## config.mk

```make
export PLATFORM = sky130hd
export DESIGN_NAME = chip_io_top
export DESIGN_NICKNAME = d
export VERILOG_FILES = /design/src/rtl/io_map_pkg.sv /design/src/rtl/axi_lite_pkg.sv /design/src/rtl/chip_io_top.sv /design/src/rtl/uart_tx_lite.sv /design/src/rtl/host_mailbox.sv /design/src/rtl/io_crossbar.sv
export VERILOG_INCLUDE_DIRS = /design/src /design/src/rtl
export SDC_FILE = /design/constraint.sdc
export NUM_CORES = 1
export LEC_CHECK = 0
export BUFFER_PORTS_ARGS = -buffer_cell sky130_fd_sc_hd__buf_4
export CAP_MARGIN = 20
export CORE_UTILIZATION = 49
export CTS_CLUSTER_SIZE = 8
export DETAILED_ROUTE_END_ITERATION = 8
export PLACE_DENSITY_LB_ADDON = 0.1
export SLEW_MARGIN = 20
export SYNTH_ARGS = -nofsm -noshare
export SYNTH_HDL_FRONTEND = slang
export SYNTH_SLANG_ARGS = --single-unit
```

## constraint.sdc

```tcl
create_clock -name clk_i -period 2.47 [get_ports clk_i]
set_input_delay 0.3705 -clock clk_i [delete_from_list [all_inputs] [get_ports clk_i]]
set_output_delay 0.3705 -clock clk_i [all_outputs]
set_load 0.005 [all_outputs]
```

## src/rtl/chip_io_consts.svh

```systemverilog
// bus widths, IO device map, UART bit timing and IRQ width; include in RTL and testbench
`ifndef CHIP_IO_CONSTS_SVH
`define CHIP_IO_CONSTS_SVH

`define ADDR_WIDTH        32
`define DATA_WIDTH        32
`define STRB_WIDTH        (`DATA_WIDTH/8)

// device map with masks keeping the upper 20 address bits
`define HOST_BASE         32'h4000_0000
`define HOST_MASK         32'hFFFF_F000
`define UART_BASE         32'h4100_0000
`define UART_MASK         32'hFFFF_F000

// register offsets inside a window
`define REG_OFS_WIDTH     12
`define TOHOST_OFS        12'h000
`define FROMHOST_OFS      12'h008
`define TXDATA_OFS        12'h000
`define STATUS_OFS        12'h004
`define CTRL_OFS          12'h008

`define UART_CLKS_PER_BIT 4
`define IRQ_WIDTH         2

`endif
```

## src/rtl/io_map_pkg.sv

```systemverilog
// IO device selection and device register types, used by the crossbar and the two devices
`include "chip_io_consts.svh"

package io_map_pkg;

   // crossbar target
   typedef enum logic [1:0] {
      HOST = 2'd0,
      UART = 2'd1,
      NONE = 2'd2
   } dev_sel_e;

   // UART control register
   typedef struct packed {
      logic irq_en;
   } uart_ctrl_t;

   ////////////////////////////////////////
   // mailbox word as plain word or exit report
   typedef struct packed {
      logic [`DATA_WIDTH-2:0] code;
      logic                   done;  // bit 0
   } host_exit_t;

   typedef union packed {
      logic [`DATA_WIDTH-1:0] raw;
      host_exit_t             exit_view;
   } host_word_u;

endpackage

```

## src/rtl/axi_lite_pkg.sv

```systemverilog
// AXI4-Lite channel bundles for the IO bus, shared by the crossbar, the devices and the testbench
`include "chip_io_consts.svh"

package axi_lite_pkg;

   typedef enum logic [1:0] {
      OKAY   = 2'b00,
      SLVERR = 2'b10,
      DECERR = 2'b11
   } resp_e;

   ////////////////////////////////////////
   // master side
   typedef struct packed {
      logic [`ADDR_WIDTH-1:0] aw_addr;
      logic                   aw_valid;
      logic [`DATA_WIDTH-1:0] w_data;
      logic [`STRB_WIDTH-1:0] w_strb;
      logic                   w_valid;
      logic                   b_ready;
      logic [`ADDR_WIDTH-1:0] ar_addr;
      logic                   ar_valid;
      logic                   r_ready;
   } lite_req_t;

   ////////////////////////////////////////
   // slave side
   typedef struct packed {
      logic                   aw_ready;
      logic                   w_ready;
      resp_e                  b_resp;
      logic                   b_valid;
      logic                   ar_ready;
      logic [`DATA_WIDTH-1:0] r_data;
      resp_e                  r_resp;
      logic                   r_valid;
   } lite_rsp_t;

endpackage

```

## src/rtl/chip_io_top.sv

```systemverilog
// IO subsystem top wiring the AXI4-Lite master port into the crossbar, mailbox, UART and IRQ vector
`include "chip_io_consts.svh"

module chip_io_top (
   input  logic                    clk_i,
   input  logic                    rst_n_i,
   input  axi_lite_pkg::lite_req_t io_req_i,
   output axi_lite_pkg::lite_rsp_t io_rsp_o,
   output logic                    txd_o,
   output logic [`IRQ_WIDTH-1:0]   interrupt_o,
   output logic                    host_exit_o,
   output logic [`DATA_WIDTH-2:0]  exit_code_o
);

   axi_lite_pkg::lite_req_t host_req, uart_req;
   axi_lite_pkg::lite_rsp_t host_rsp, uart_rsp;
   logic                    uart_irq;

   ////////////////////////////////////////
   // IO crossbar
   io_crossbar io_crossbar_i (
      .clk_i      ( clk_i    ),
      .rst_n_i    ( rst_n_i  ),
      .req_i      ( io_req_i ),
      .rsp_o      ( io_rsp_o ),
      .host_req_o ( host_req ),
      .host_rsp_i ( host_rsp ),
      .uart_req_o ( uart_req ),
      .uart_rsp_i ( uart_rsp )
   );

   ////////////////////////////////////////
   // devices
   host_mailbox host_mailbox_i (
      .clk_i       ( clk_i       ),
      .rst_n_i     ( rst_n_i     ),
      .req_i       ( host_req    ),
      .rsp_o       ( host_rsp    ),
      .host_exit_o ( host_exit_o ),
      .exit_code_o ( exit_code_o )
   );

   uart_tx_lite uart_tx_lite_i (
      .clk_i   ( clk_i    ),
      .rst_n_i ( rst_n_i  ),
      .req_i   ( uart_req ),
      .rsp_o   ( uart_rsp ),
      .txd_o   ( txd_o    ),
      .irq_o   ( uart_irq )
   );

   assign interrupt_o = {{(`IRQ_WIDTH-1){1'b0}}, uart_irq};  // bit 1 reserved

endmodule

```

## src/rtl/uart_tx_lite.sv

```systemverilog
// transmit-only UART on AXI4-Lite; TXDATA starts an 8N1 frame, STATUS shows busy, CTRL enables the IRQ
`include "chip_io_consts.svh"

module uart_tx_lite (
   input  logic                    clk_i,
   input  logic                    rst_n_i,
   input  axi_lite_pkg::lite_req_t req_i,
   output axi_lite_pkg::lite_rsp_t rsp_o,
   output logic                    txd_o,
   output logic                    irq_o
);

   localparam int FRAME_BITS = 10;  // start, 8 data, stop
   localparam int CNT_W      = $clog2(`UART_CLKS_PER_BIT + 1);

   io_map_pkg::uart_ctrl_t    ctrl_q;
   logic                      wr_acc_q, rd_acc_q, b_valid_q, r_valid_q, busy_q;
   logic                      idle, wr_fire, rd_fire, tx_start, bit_end;
   logic [FRAME_BITS-1:0]     shift_q;
   logic [3:0]                bit_cnt_q;
   logic [CNT_W-1:0]          clk_cnt_q;
   axi_lite_pkg::resp_e       b_resp_q, r_resp_q;
   logic [`DATA_WIDTH-1:0]    r_data_q;
   logic [`REG_OFS_WIDTH-1:0] wr_ofs, rd_ofs;

   assign idle     = !(wr_acc_q || rd_acc_q || b_valid_q || r_valid_q);
   assign wr_fire  = wr_acc_q && req_i.aw_valid && req_i.w_valid;
   assign rd_fire  = rd_acc_q && req_i.ar_valid;
   assign wr_ofs   = req_i.aw_addr[`REG_OFS_WIDTH-1:0];
   assign rd_ofs   = req_i.ar_addr[`REG_OFS_WIDTH-1:0];
   assign tx_start = wr_fire && wr_ofs == `TXDATA_OFS && !busy_q;  // busy writes are dropped
   assign bit_end  = clk_cnt_q == CNT_W'(`UART_CLKS_PER_BIT - 1);

   always_ff @(posedge clk_i or negedge rst_n_i) begin
      if (!rst_n_i) begin
         wr_acc_q  <= 1'b0;
         rd_acc_q  <= 1'b0;
         b_valid_q <= 1'b0;
         r_valid_q <= 1'b0;
         ctrl_q    <= '0;
         busy_q    <= 1'b0;
         bit_cnt_q <= '0;
         clk_cnt_q <= '0;
      end else begin
         wr_acc_q  <= idle && req_i.aw_valid && req_i.w_valid;
         rd_acc_q  <= idle && req_i.ar_valid && !(req_i.aw_valid && req_i.w_valid);
         b_valid_q <= wr_fire || (b_valid_q && !req_i.b_ready);
         r_valid_q <= rd_fire || (r_valid_q && !req_i.r_ready);
         if (wr_fire && wr_ofs == `CTRL_OFS) ctrl_q.irq_en <= req_i.w_data[0];
         if (tx_start) begin
            busy_q    <= 1'b1;
            bit_cnt_q <= '0;
            clk_cnt_q <= '0;
         end else if (busy_q) begin
            clk_cnt_q <= bit_end ? '0 : clk_cnt_q + 1'b1;
            if (bit_end) begin
               bit_cnt_q <= bit_cnt_q + 1'b1;
               if (bit_cnt_q == 4'(FRAME_BITS - 1)) busy_q <= 1'b0;  // stop bit done
            end
         end
      end
   end

   ////////////////////////////////////////
   // shifter and response payload
   always_ff @(posedge clk_i) begin
      if (tx_start) shift_q <= {1'b1, req_i.w_data[7:0], 1'b0};
      else if (busy_q && bit_end) shift_q <= {1'b1, shift_q[FRAME_BITS-1:1]};
      if (wr_fire) begin
         b_resp_q <= (tx_start || wr_ofs == `CTRL_OFS) ? axi_lite_pkg::OKAY
                                                      : axi_lite_pkg::SLVERR;
      end
      if (rd_fire) begin
         r_resp_q <= axi_lite_pkg::OKAY;
         case (rd_ofs)
            `STATUS_OFS: r_data_q <= {{(`DATA_WIDTH-1){1'b0}}, busy_q};
            `CTRL_OFS:   r_data_q <= {{(`DATA_WIDTH-1){1'b0}}, ctrl_q.irq_en};
            default: begin
               r_data_q <= '0;
               r_resp_q <= axi_lite_pkg::SLVERR;  // TXDATA is write only
            end
         endcase
      end
   end

   always_comb begin
      rsp_o.aw_ready = wr_acc_q;
      rsp_o.w_ready  = wr_acc_q;
      rsp_o.b_resp   = b_resp_q;
      rsp_o.b_valid  = b_valid_q;
      rsp_o.ar_ready = rd_acc_q;
      rsp_o.r_data   = r_data_q;
      rsp_o.r_resp   = r_resp_q;
      rsp_o.r_valid  = r_valid_q;
   end

   assign txd_o = busy_q ? shift_q[0] : 1'b1;  // line idles high
   assign irq_o = ctrl_q.irq_en && !busy_q;

endmodule

```

## src/rtl/host_mailbox.sv

```systemverilog
// tohost/fromhost mailbox on AXI4-Lite; a tohost write with bit 0 set reports the test exit
`include "chip_io_consts.svh"

module host_mailbox (
   input  logic                    clk_i,
   input  logic                    rst_n_i,
   input  axi_lite_pkg::lite_req_t req_i,
   output axi_lite_pkg::lite_rsp_t rsp_o,
   output logic                    host_exit_o,
   output logic [`DATA_WIDTH-2:0]  exit_code_o
);

   io_map_pkg::host_word_u    tohost_q, fromhost_q, wr_word;
   logic                      wr_acc_q, rd_acc_q, b_valid_q, r_valid_q, exit_q;
   logic                      idle, wr_fire, rd_fire;
   axi_lite_pkg::resp_e       b_resp_q, r_resp_q;
   logic [`DATA_WIDTH-1:0]    r_data_q;
   logic [`REG_OFS_WIDTH-1:0] wr_ofs, rd_ofs;

   function automatic logic [`DATA_WIDTH-1:0] merge_bytes(input logic [`DATA_WIDTH-1:0] old_w,
                                                          input logic [`DATA_WIDTH-1:0] new_w,
                                                          input logic [`STRB_WIDTH-1:0] strb);
      logic [`DATA_WIDTH-1:0] res;
      res = old_w;
      for (int i = 0; i < `STRB_WIDTH; i++) begin
         if (strb[i]) res[8*i +: 8] = new_w[8*i +: 8];
      end
      return res;
   endfunction

   assign idle    = !(wr_acc_q || rd_acc_q || b_valid_q || r_valid_q);
   assign wr_fire = wr_acc_q && req_i.aw_valid && req_i.w_valid;
   assign rd_fire = rd_acc_q && req_i.ar_valid;
   assign wr_ofs  = req_i.aw_addr[`REG_OFS_WIDTH-1:0];
   assign rd_ofs  = req_i.ar_addr[`REG_OFS_WIDTH-1:0];

   assign wr_word.raw = merge_bytes((wr_ofs == `TOHOST_OFS) ? tohost_q.raw : fromhost_q.raw,
                                    req_i.w_data, req_i.w_strb);

   always_ff @(posedge clk_i or negedge rst_n_i) begin
      if (!rst_n_i) begin
         wr_acc_q   <= 1'b0;
         rd_acc_q   <= 1'b0;
         b_valid_q  <= 1'b0;
         r_valid_q  <= 1'b0;
         exit_q     <= 1'b0;
         tohost_q   <= '0;
         fromhost_q <= '0;
      end else begin
         wr_acc_q  <= idle && req_i.aw_valid && req_i.w_valid;
         rd_acc_q  <= idle && req_i.ar_valid && !(req_i.aw_valid && req_i.w_valid);
         b_valid_q <= wr_fire || (b_valid_q && !req_i.b_ready);
         r_valid_q <= rd_fire || (r_valid_q && !req_i.r_ready);
         if (wr_fire && wr_ofs == `TOHOST_OFS) begin
            tohost_q <= wr_word;
            if (wr_word.exit_view.done) exit_q <= 1'b1;  // sticky
         end
         if (wr_fire && wr_ofs == `FROMHOST_OFS) fromhost_q <= wr_word;
      end
   end

   always_ff @(posedge clk_i) begin
      if (wr_fire) begin
         b_resp_q <= (wr_ofs == `TOHOST_OFS || wr_ofs == `FROMHOST_OFS) ?
                     axi_lite_pkg::OKAY : axi_lite_pkg::SLVERR;
      end
      if (rd_fire) begin
         r_resp_q <= axi_lite_pkg::OKAY;
         case (rd_ofs)
            `TOHOST_OFS:   r_data_q <= tohost_q.raw;
            `FROMHOST_OFS: r_data_q <= fromhost_q.raw;
            default: begin
               r_data_q <= '0;
               r_resp_q <= axi_lite_pkg::SLVERR;
            end
         endcase
      end
   end

   always_comb begin
      rsp_o.aw_ready = wr_acc_q;
      rsp_o.w_ready  = wr_acc_q;
      rsp_o.b_resp   = b_resp_q;
      rsp_o.b_valid  = b_valid_q;
      rsp_o.ar_ready = rd_acc_q;
      rsp_o.r_data   = r_data_q;
      rsp_o.r_resp   = r_resp_q;
      rsp_o.r_valid  = r_valid_q;
   end

   assign host_exit_o = exit_q;
   assign exit_code_o = tohost_q.exit_view.code;

endmodule

```

## src/rtl/io_crossbar.sv

```systemverilog
// single-master AXI4-Lite IO crossbar with one outstanding transaction; routes by the device map
`include "chip_io_consts.svh"

module io_crossbar (
   input  logic                    clk_i,
   input  logic                    rst_n_i,
   input  axi_lite_pkg::lite_req_t req_i,
   output axi_lite_pkg::lite_rsp_t rsp_o,
   output axi_lite_pkg::lite_req_t host_req_o,
   input  axi_lite_pkg::lite_rsp_t host_rsp_i,
   output axi_lite_pkg::lite_req_t uart_req_o,
   input  axi_lite_pkg::lite_rsp_t uart_rsp_i
);

   typedef enum logic [1:0] {ST_IDLE, ST_ACCEPT, ST_FWD, ST_RESP} state_e;

   state_e                  state_q;
   io_map_pkg::dev_sel_e    sel_q, sel_d;
   logic                    is_write_q;
   axi_lite_pkg::lite_req_t req_q;    // accepted request payload
   axi_lite_pkg::lite_req_t fwd;
   axi_lite_pkg::lite_rsp_t dev_rsp;
   logic                    wr_seen, rd_seen, dev_acc, rsp_done;

   function automatic io_map_pkg::dev_sel_e decode(input logic [`ADDR_WIDTH-1:0] addr);
      if ((addr & `HOST_MASK) == `HOST_BASE) return io_map_pkg::HOST;
      if ((addr & `UART_MASK) == `UART_BASE) return io_map_pkg::UART;
      return io_map_pkg::NONE;
   endfunction

   assign wr_seen = req_i.aw_valid && req_i.w_valid;  // write wins over read
   assign rd_seen = req_i.ar_valid;
   assign sel_d   = decode(wr_seen ? req_i.aw_addr : req_i.ar_addr);

   ////////////////////////////////////////
   // response source with local answer for unmapped
   always_comb begin
      case (sel_q)
         io_map_pkg::HOST: dev_rsp = host_rsp_i;
         io_map_pkg::UART: dev_rsp = uart_rsp_i;
         default: begin
            dev_rsp          = '0;
            dev_rsp.aw_ready = 1'b1;
            dev_rsp.w_ready  = 1'b1;
            dev_rsp.ar_ready = 1'b1;
            dev_rsp.b_resp   = axi_lite_pkg::DECERR;
            dev_rsp.b_valid  = is_write_q;
            dev_rsp.r_resp   = axi_lite_pkg::DECERR;
            dev_rsp.r_valid  = !is_write_q;   // r_data stays zero
         end
      endcase
   end

   assign dev_acc  = is_write_q ? (dev_rsp.aw_ready && dev_rsp.w_ready) : dev_rsp.ar_ready;
   assign rsp_done = is_write_q ? (dev_rsp.b_valid && req_i.b_ready)
                                : (dev_rsp.r_valid && req_i.r_ready);

   always_ff @(posedge clk_i or negedge rst_n_i) begin
      if (!rst_n_i) begin
         state_q    <= ST_IDLE;
         sel_q      <= io_map_pkg::NONE;
         is_write_q <= 1'b0;
      end else begin
         case (state_q)
            ST_IDLE: begin
               if (wr_seen || rd_seen) begin
                  state_q    <= ST_ACCEPT;
                  sel_q      <= sel_d;
                  is_write_q <= wr_seen;
               end
            end
            ST_ACCEPT: state_q <= ST_FWD;
            ST_FWD:    if (dev_acc) state_q <= ST_RESP;
            ST_RESP:   if (rsp_done) state_q <= ST_IDLE;
            default:   state_q <= ST_IDLE;
         endcase
      end
   end

   always_ff @(posedge clk_i) begin
      if (state_q == ST_IDLE && (wr_seen || rd_seen))
         req_q <= req_i;
   end

   ////////////////////////////////////////
   // master port
   always_comb begin
      rsp_o          = dev_rsp;
      rsp_o.aw_ready = (state_q == ST_ACCEPT) && is_write_q;
      rsp_o.w_ready  = (state_q == ST_ACCEPT) && is_write_q;
      rsp_o.ar_ready = (state_q == ST_ACCEPT) && !is_write_q;
      rsp_o.b_valid  = (state_q == ST_RESP) && is_write_q && dev_rsp.b_valid;
      rsp_o.r_valid  = (state_q == ST_RESP) && !is_write_q && dev_rsp.r_valid;
   end

   // only the selected device port sees traffic
   always_comb begin
      fwd          = req_q;
      fwd.aw_valid = (state_q == ST_FWD) && is_write_q;
      fwd.w_valid  = (state_q == ST_FWD) && is_write_q;
      fwd.ar_valid = (state_q == ST_FWD) && !is_write_q;
      fwd.b_ready  = (state_q == ST_RESP) && req_i.b_ready;
      fwd.r_ready  = (state_q == ST_RESP) && req_i.r_ready;
   end

   assign host_req_o = (sel_q == io_map_pkg::HOST) ? fwd : '0;
   assign uart_req_o = (sel_q == io_map_pkg::UART) ? fwd : '0;

endmodule

```

==> metrics.cfg <==
[route]
drc=0
drt-pass1-iter-count=4
viasPerCell=5.307
vias=4994
post_drt_wl_per_cell_um=18.51
first_iter_violations=269
ant_nets=0
routed_wl_mm=17.42

[place]
gp_congestion=0.7924
port_buffers=181
placed_cell_area_um2=9569
pre_cts_slack_ns=0.1805
hpwlAfterDp_mm=12.37

[timing]
slew_headroom=0.5472
finalCritPeriodShare=0.9467
layout_setup_ws_ns=0.1315
setup_viol=0
hold_ws_ns=0.1108
max_freq_mhz=427.6
hold_violations=0
finClkSkew_ns=0.01361
maxSlewViolCount=0
setup_tns_ns=0
grt_setup_unrepaired=false
min_period_ns=2.338
worstMarginPinSlew_ns=0.6793

[clock_tree]
cts_buffer_depth=2
cts_tree=yes
cts_sinks=193
post_cts_buffers=0
clkTransAtPathRegs_ns=0.07
cts_max_level=4
numCtsBuffers=17
clockRootBuffer=clkbuf_16
clock_latency_ns=0.43

[power_and_ir_drop]
ir_drop_mv=0.5095
internal_power_w=0.004940
p_sw_w=0.001340
p_leak_nw=4.424
p_per_area_nw_per_um2=616.7
pwr-share-comb=0.028
p_sw_frac=0.2134
seqPwrFrac=0.539
clkPwrFrac=0.434

[layout]
nets=827
n_antenna_cell=0
drive_above_1_share=0.4400
area_growth_pct=25.87
stdcell_area_um2=10180

[worst_setup_path]
required_ns=2.10
path_max_fanout=25
critPathSlowestCell=dfrtp_1
cp-start-kind=register
worst_path_most_repeated_cell=buf_4
setup.worst_path.start=io_crossbar_i.sel_q[0]$_DFFE_PN0P_
path_buf_inv=3
crit_family=flip-flops
cp-end-kind=primary output
path_cells=nor2_2 -> buf_6 -> buf_4 -> and2_1 -> buf_4
critPathKind=reg -> out
crit_arrival_ns=1.97
worstReg2RegStart=io_crossbar_i.state_q[0]$_DFFE_PN0P_
max_stage_delay_ns=0.57

[grt]
grt_max_degree=52
antenna_found_initial=0
grt_pass1_vias=5237
grt_pass1_wl_mm=27.60
gr-total-overflow=0
grt.total_usage=0.2176

[yosys]
seq_area_frac_synth=0.6615
synth_flop_cell=edfxtp_1
synth.ff_latch_count=193
synth_cells=548
ys_types=53
synth_area_um2=8090
async_flop_share=0.4508
synth_nets=663
synth_warnings=0
syn_area_per_cell_um2=14.76
synth-edff-count=105

[min_path]
hp-class=in -> reg
hp-start=io_req_i[47]

[floorplanning]
coreArea_um2=16000
fp.dieH_um=130.5
io-pin-count=183
dieArea_um2=17030
start_util=0.5056
fp.dieW_um=130.5
fp-row-count=46

[outcome]
outcome=finished clean

[run]
maxCapViolCount=0

[per-stage QoR]
stage | std cells | power (W) | util
detailed placement | 908 | 0.003627 | 0.5981
global placement | 908 | 0.003622 | 0.5981
global route | 941 | 0.006492 | 0.6365
finish | 941 | 0.006281 | 0.6365
CTS | 941 | 0.006348 | 0.6359
floorplan | 548 | 0.003462 | -
[area by class of cell]
class	count	area (um2)
Clock buffer	17	425.4
Inverter	10	41.29
Sequential cell	193	5351
Fill cell	1236	5817
Clock inverter	15	170.2
Multi-Input combinational cell	293	2390
Timing Repair Buffer	197	1535
Tap cell	216	270.3
[Yosys cell counts (3+ instances only)]
master	count	area share
o21ai_0	7	0.0043
buf_2	5	0.0031
nor3_1	7	0.0043
nand3_1	5	0.0031
nand2_1	19	0.0088
dfrtp_1	86	0.27
mux2i_1	5	0.0062
nand4_2	6	0.0093
a22oi_1	3	0.0028
buf_4	36	0.033
ha_1	8	0.012
and3_1	3	0.0023
mux2_2	69	0.096
nor2b_1	7	0.0054
nor4_1	12	0.0093
clkbuf_1	11	0.0051
and2_1	34	0.026
edfxtp_1	105	0.39
inv_1	8	0.0037
nand2b_1	7	0.0054
nor2_1	22	0.010
nand4_1	4	0.0031
a22o_1	40	0.043
[repair_timing]
action / CTS / global route
hold buffers: 1 / 0
setup endpoints to repair: 0 / 14
endpoints found under the hold margin: 15 / 0
resized for setup: 0 / 2
[power by group through the flow]
stage,Sequential [W],Combinational [W],Clock [W]
final,0.00338,0.000173,0.00272
after CTS,0.00338,0.000176,0.00279
after detailed placement,0.00345,0.000175,0
after global routing,0.00338,0.000189,0.00292
after floorplan,0.00345,0.00000933,0
after global placement,0.00345,0.000169,0
[placed cells by master, fill, tap and decap left out, types with 3 or more instances in the layout]
cell type,netlist,layout
mux2i_1,5,5
a22oi_1,3,3
buf_4,36,191
and2_1,34,34
ha_1,8,8
nand3_1,5,5
nand2_1,19,19
dfrtp_1,86,86
nand4_1,4,4
a22o_1,40,40
inv_1,8,7
nand2b_1,7,7
edfxtp_1,105,105
buf_12,0,4
nor2b_1,7,7
nor2_1,22,22
nor3_1,7,5
nor4_1,12,12
clkinv_4,0,3
mux2_2,69,69
inv_8,0,5
o21ai_0,7,7
clkbuf_16,0,17
nand4_2,6,6
[per-layer routing]
layer  track usage  share of wire  vias up
li1              -              -     2324
met1        0.2782           0.44     2513
met2        0.3666           0.50      147
met3       0.05252          0.053       10
met4       0.06964          0.012        0
met5             0              0        -
[sequential cells by signal, indices dropped and copies added (netlist names), 2 cells and up]
name	count
host_mailbox_i.tohost_q	32
host_mailbox_i.r_data_q	32
io_crossbar_i.fwd	60
host_mailbox_i.fromhost_q	32
io_crossbar_i.sel_q	2
uart_tx_lite_i.bit_cnt_q	4
io_crossbar_i.state_q	2
uart_tx_lite_i.shift_q	9
uart_tx_lite_i.clk_cnt_q	3
[path summary, 6_finish.rpt]
path | cells past startpoint | slack [ns] | endpoint
setup / recovery | 5 | 0.13 | io_rsp_o[18]
hold / removal | 1 | 0.11 | io_crossbar_i.fwd[47]$_DFFE_PP_
setup reg to reg | 6 | 0.19 | host_mailbox_i.tohost_q[0]$_DFFE_PN0P_
hold reg to reg | 2 | 0.50 | uart_tx_lite_i.shift_q[0]$_SDFFE_PP0N_
max in group asynchronous | 3 | 1.30 | host_mailbox_i.tohost_q[29]$_DFFE_PN0P_
min in group asynchronous | 2 | 0.53 | io_crossbar_i.state_q[0]$_DFFE_PN0P_
[cells by family after synthesis]
| group | synth area share |
|---|---|
| AO/OA/AOI/OAI | 0.06712 |
| XOR/XNOR | 0.003248 |
| adder cells (fa/ha/maj) | 0.01237 |
| buffers and inverters | 0.04624 |
| flip-flops | 0.6615 |
| multiplexers | 0.1036 |
| other | 0.0004635 |
| AND/OR/NAND/NOR | 0.1055 |
No activity file was read; power rests on OpenSTA's default activity.
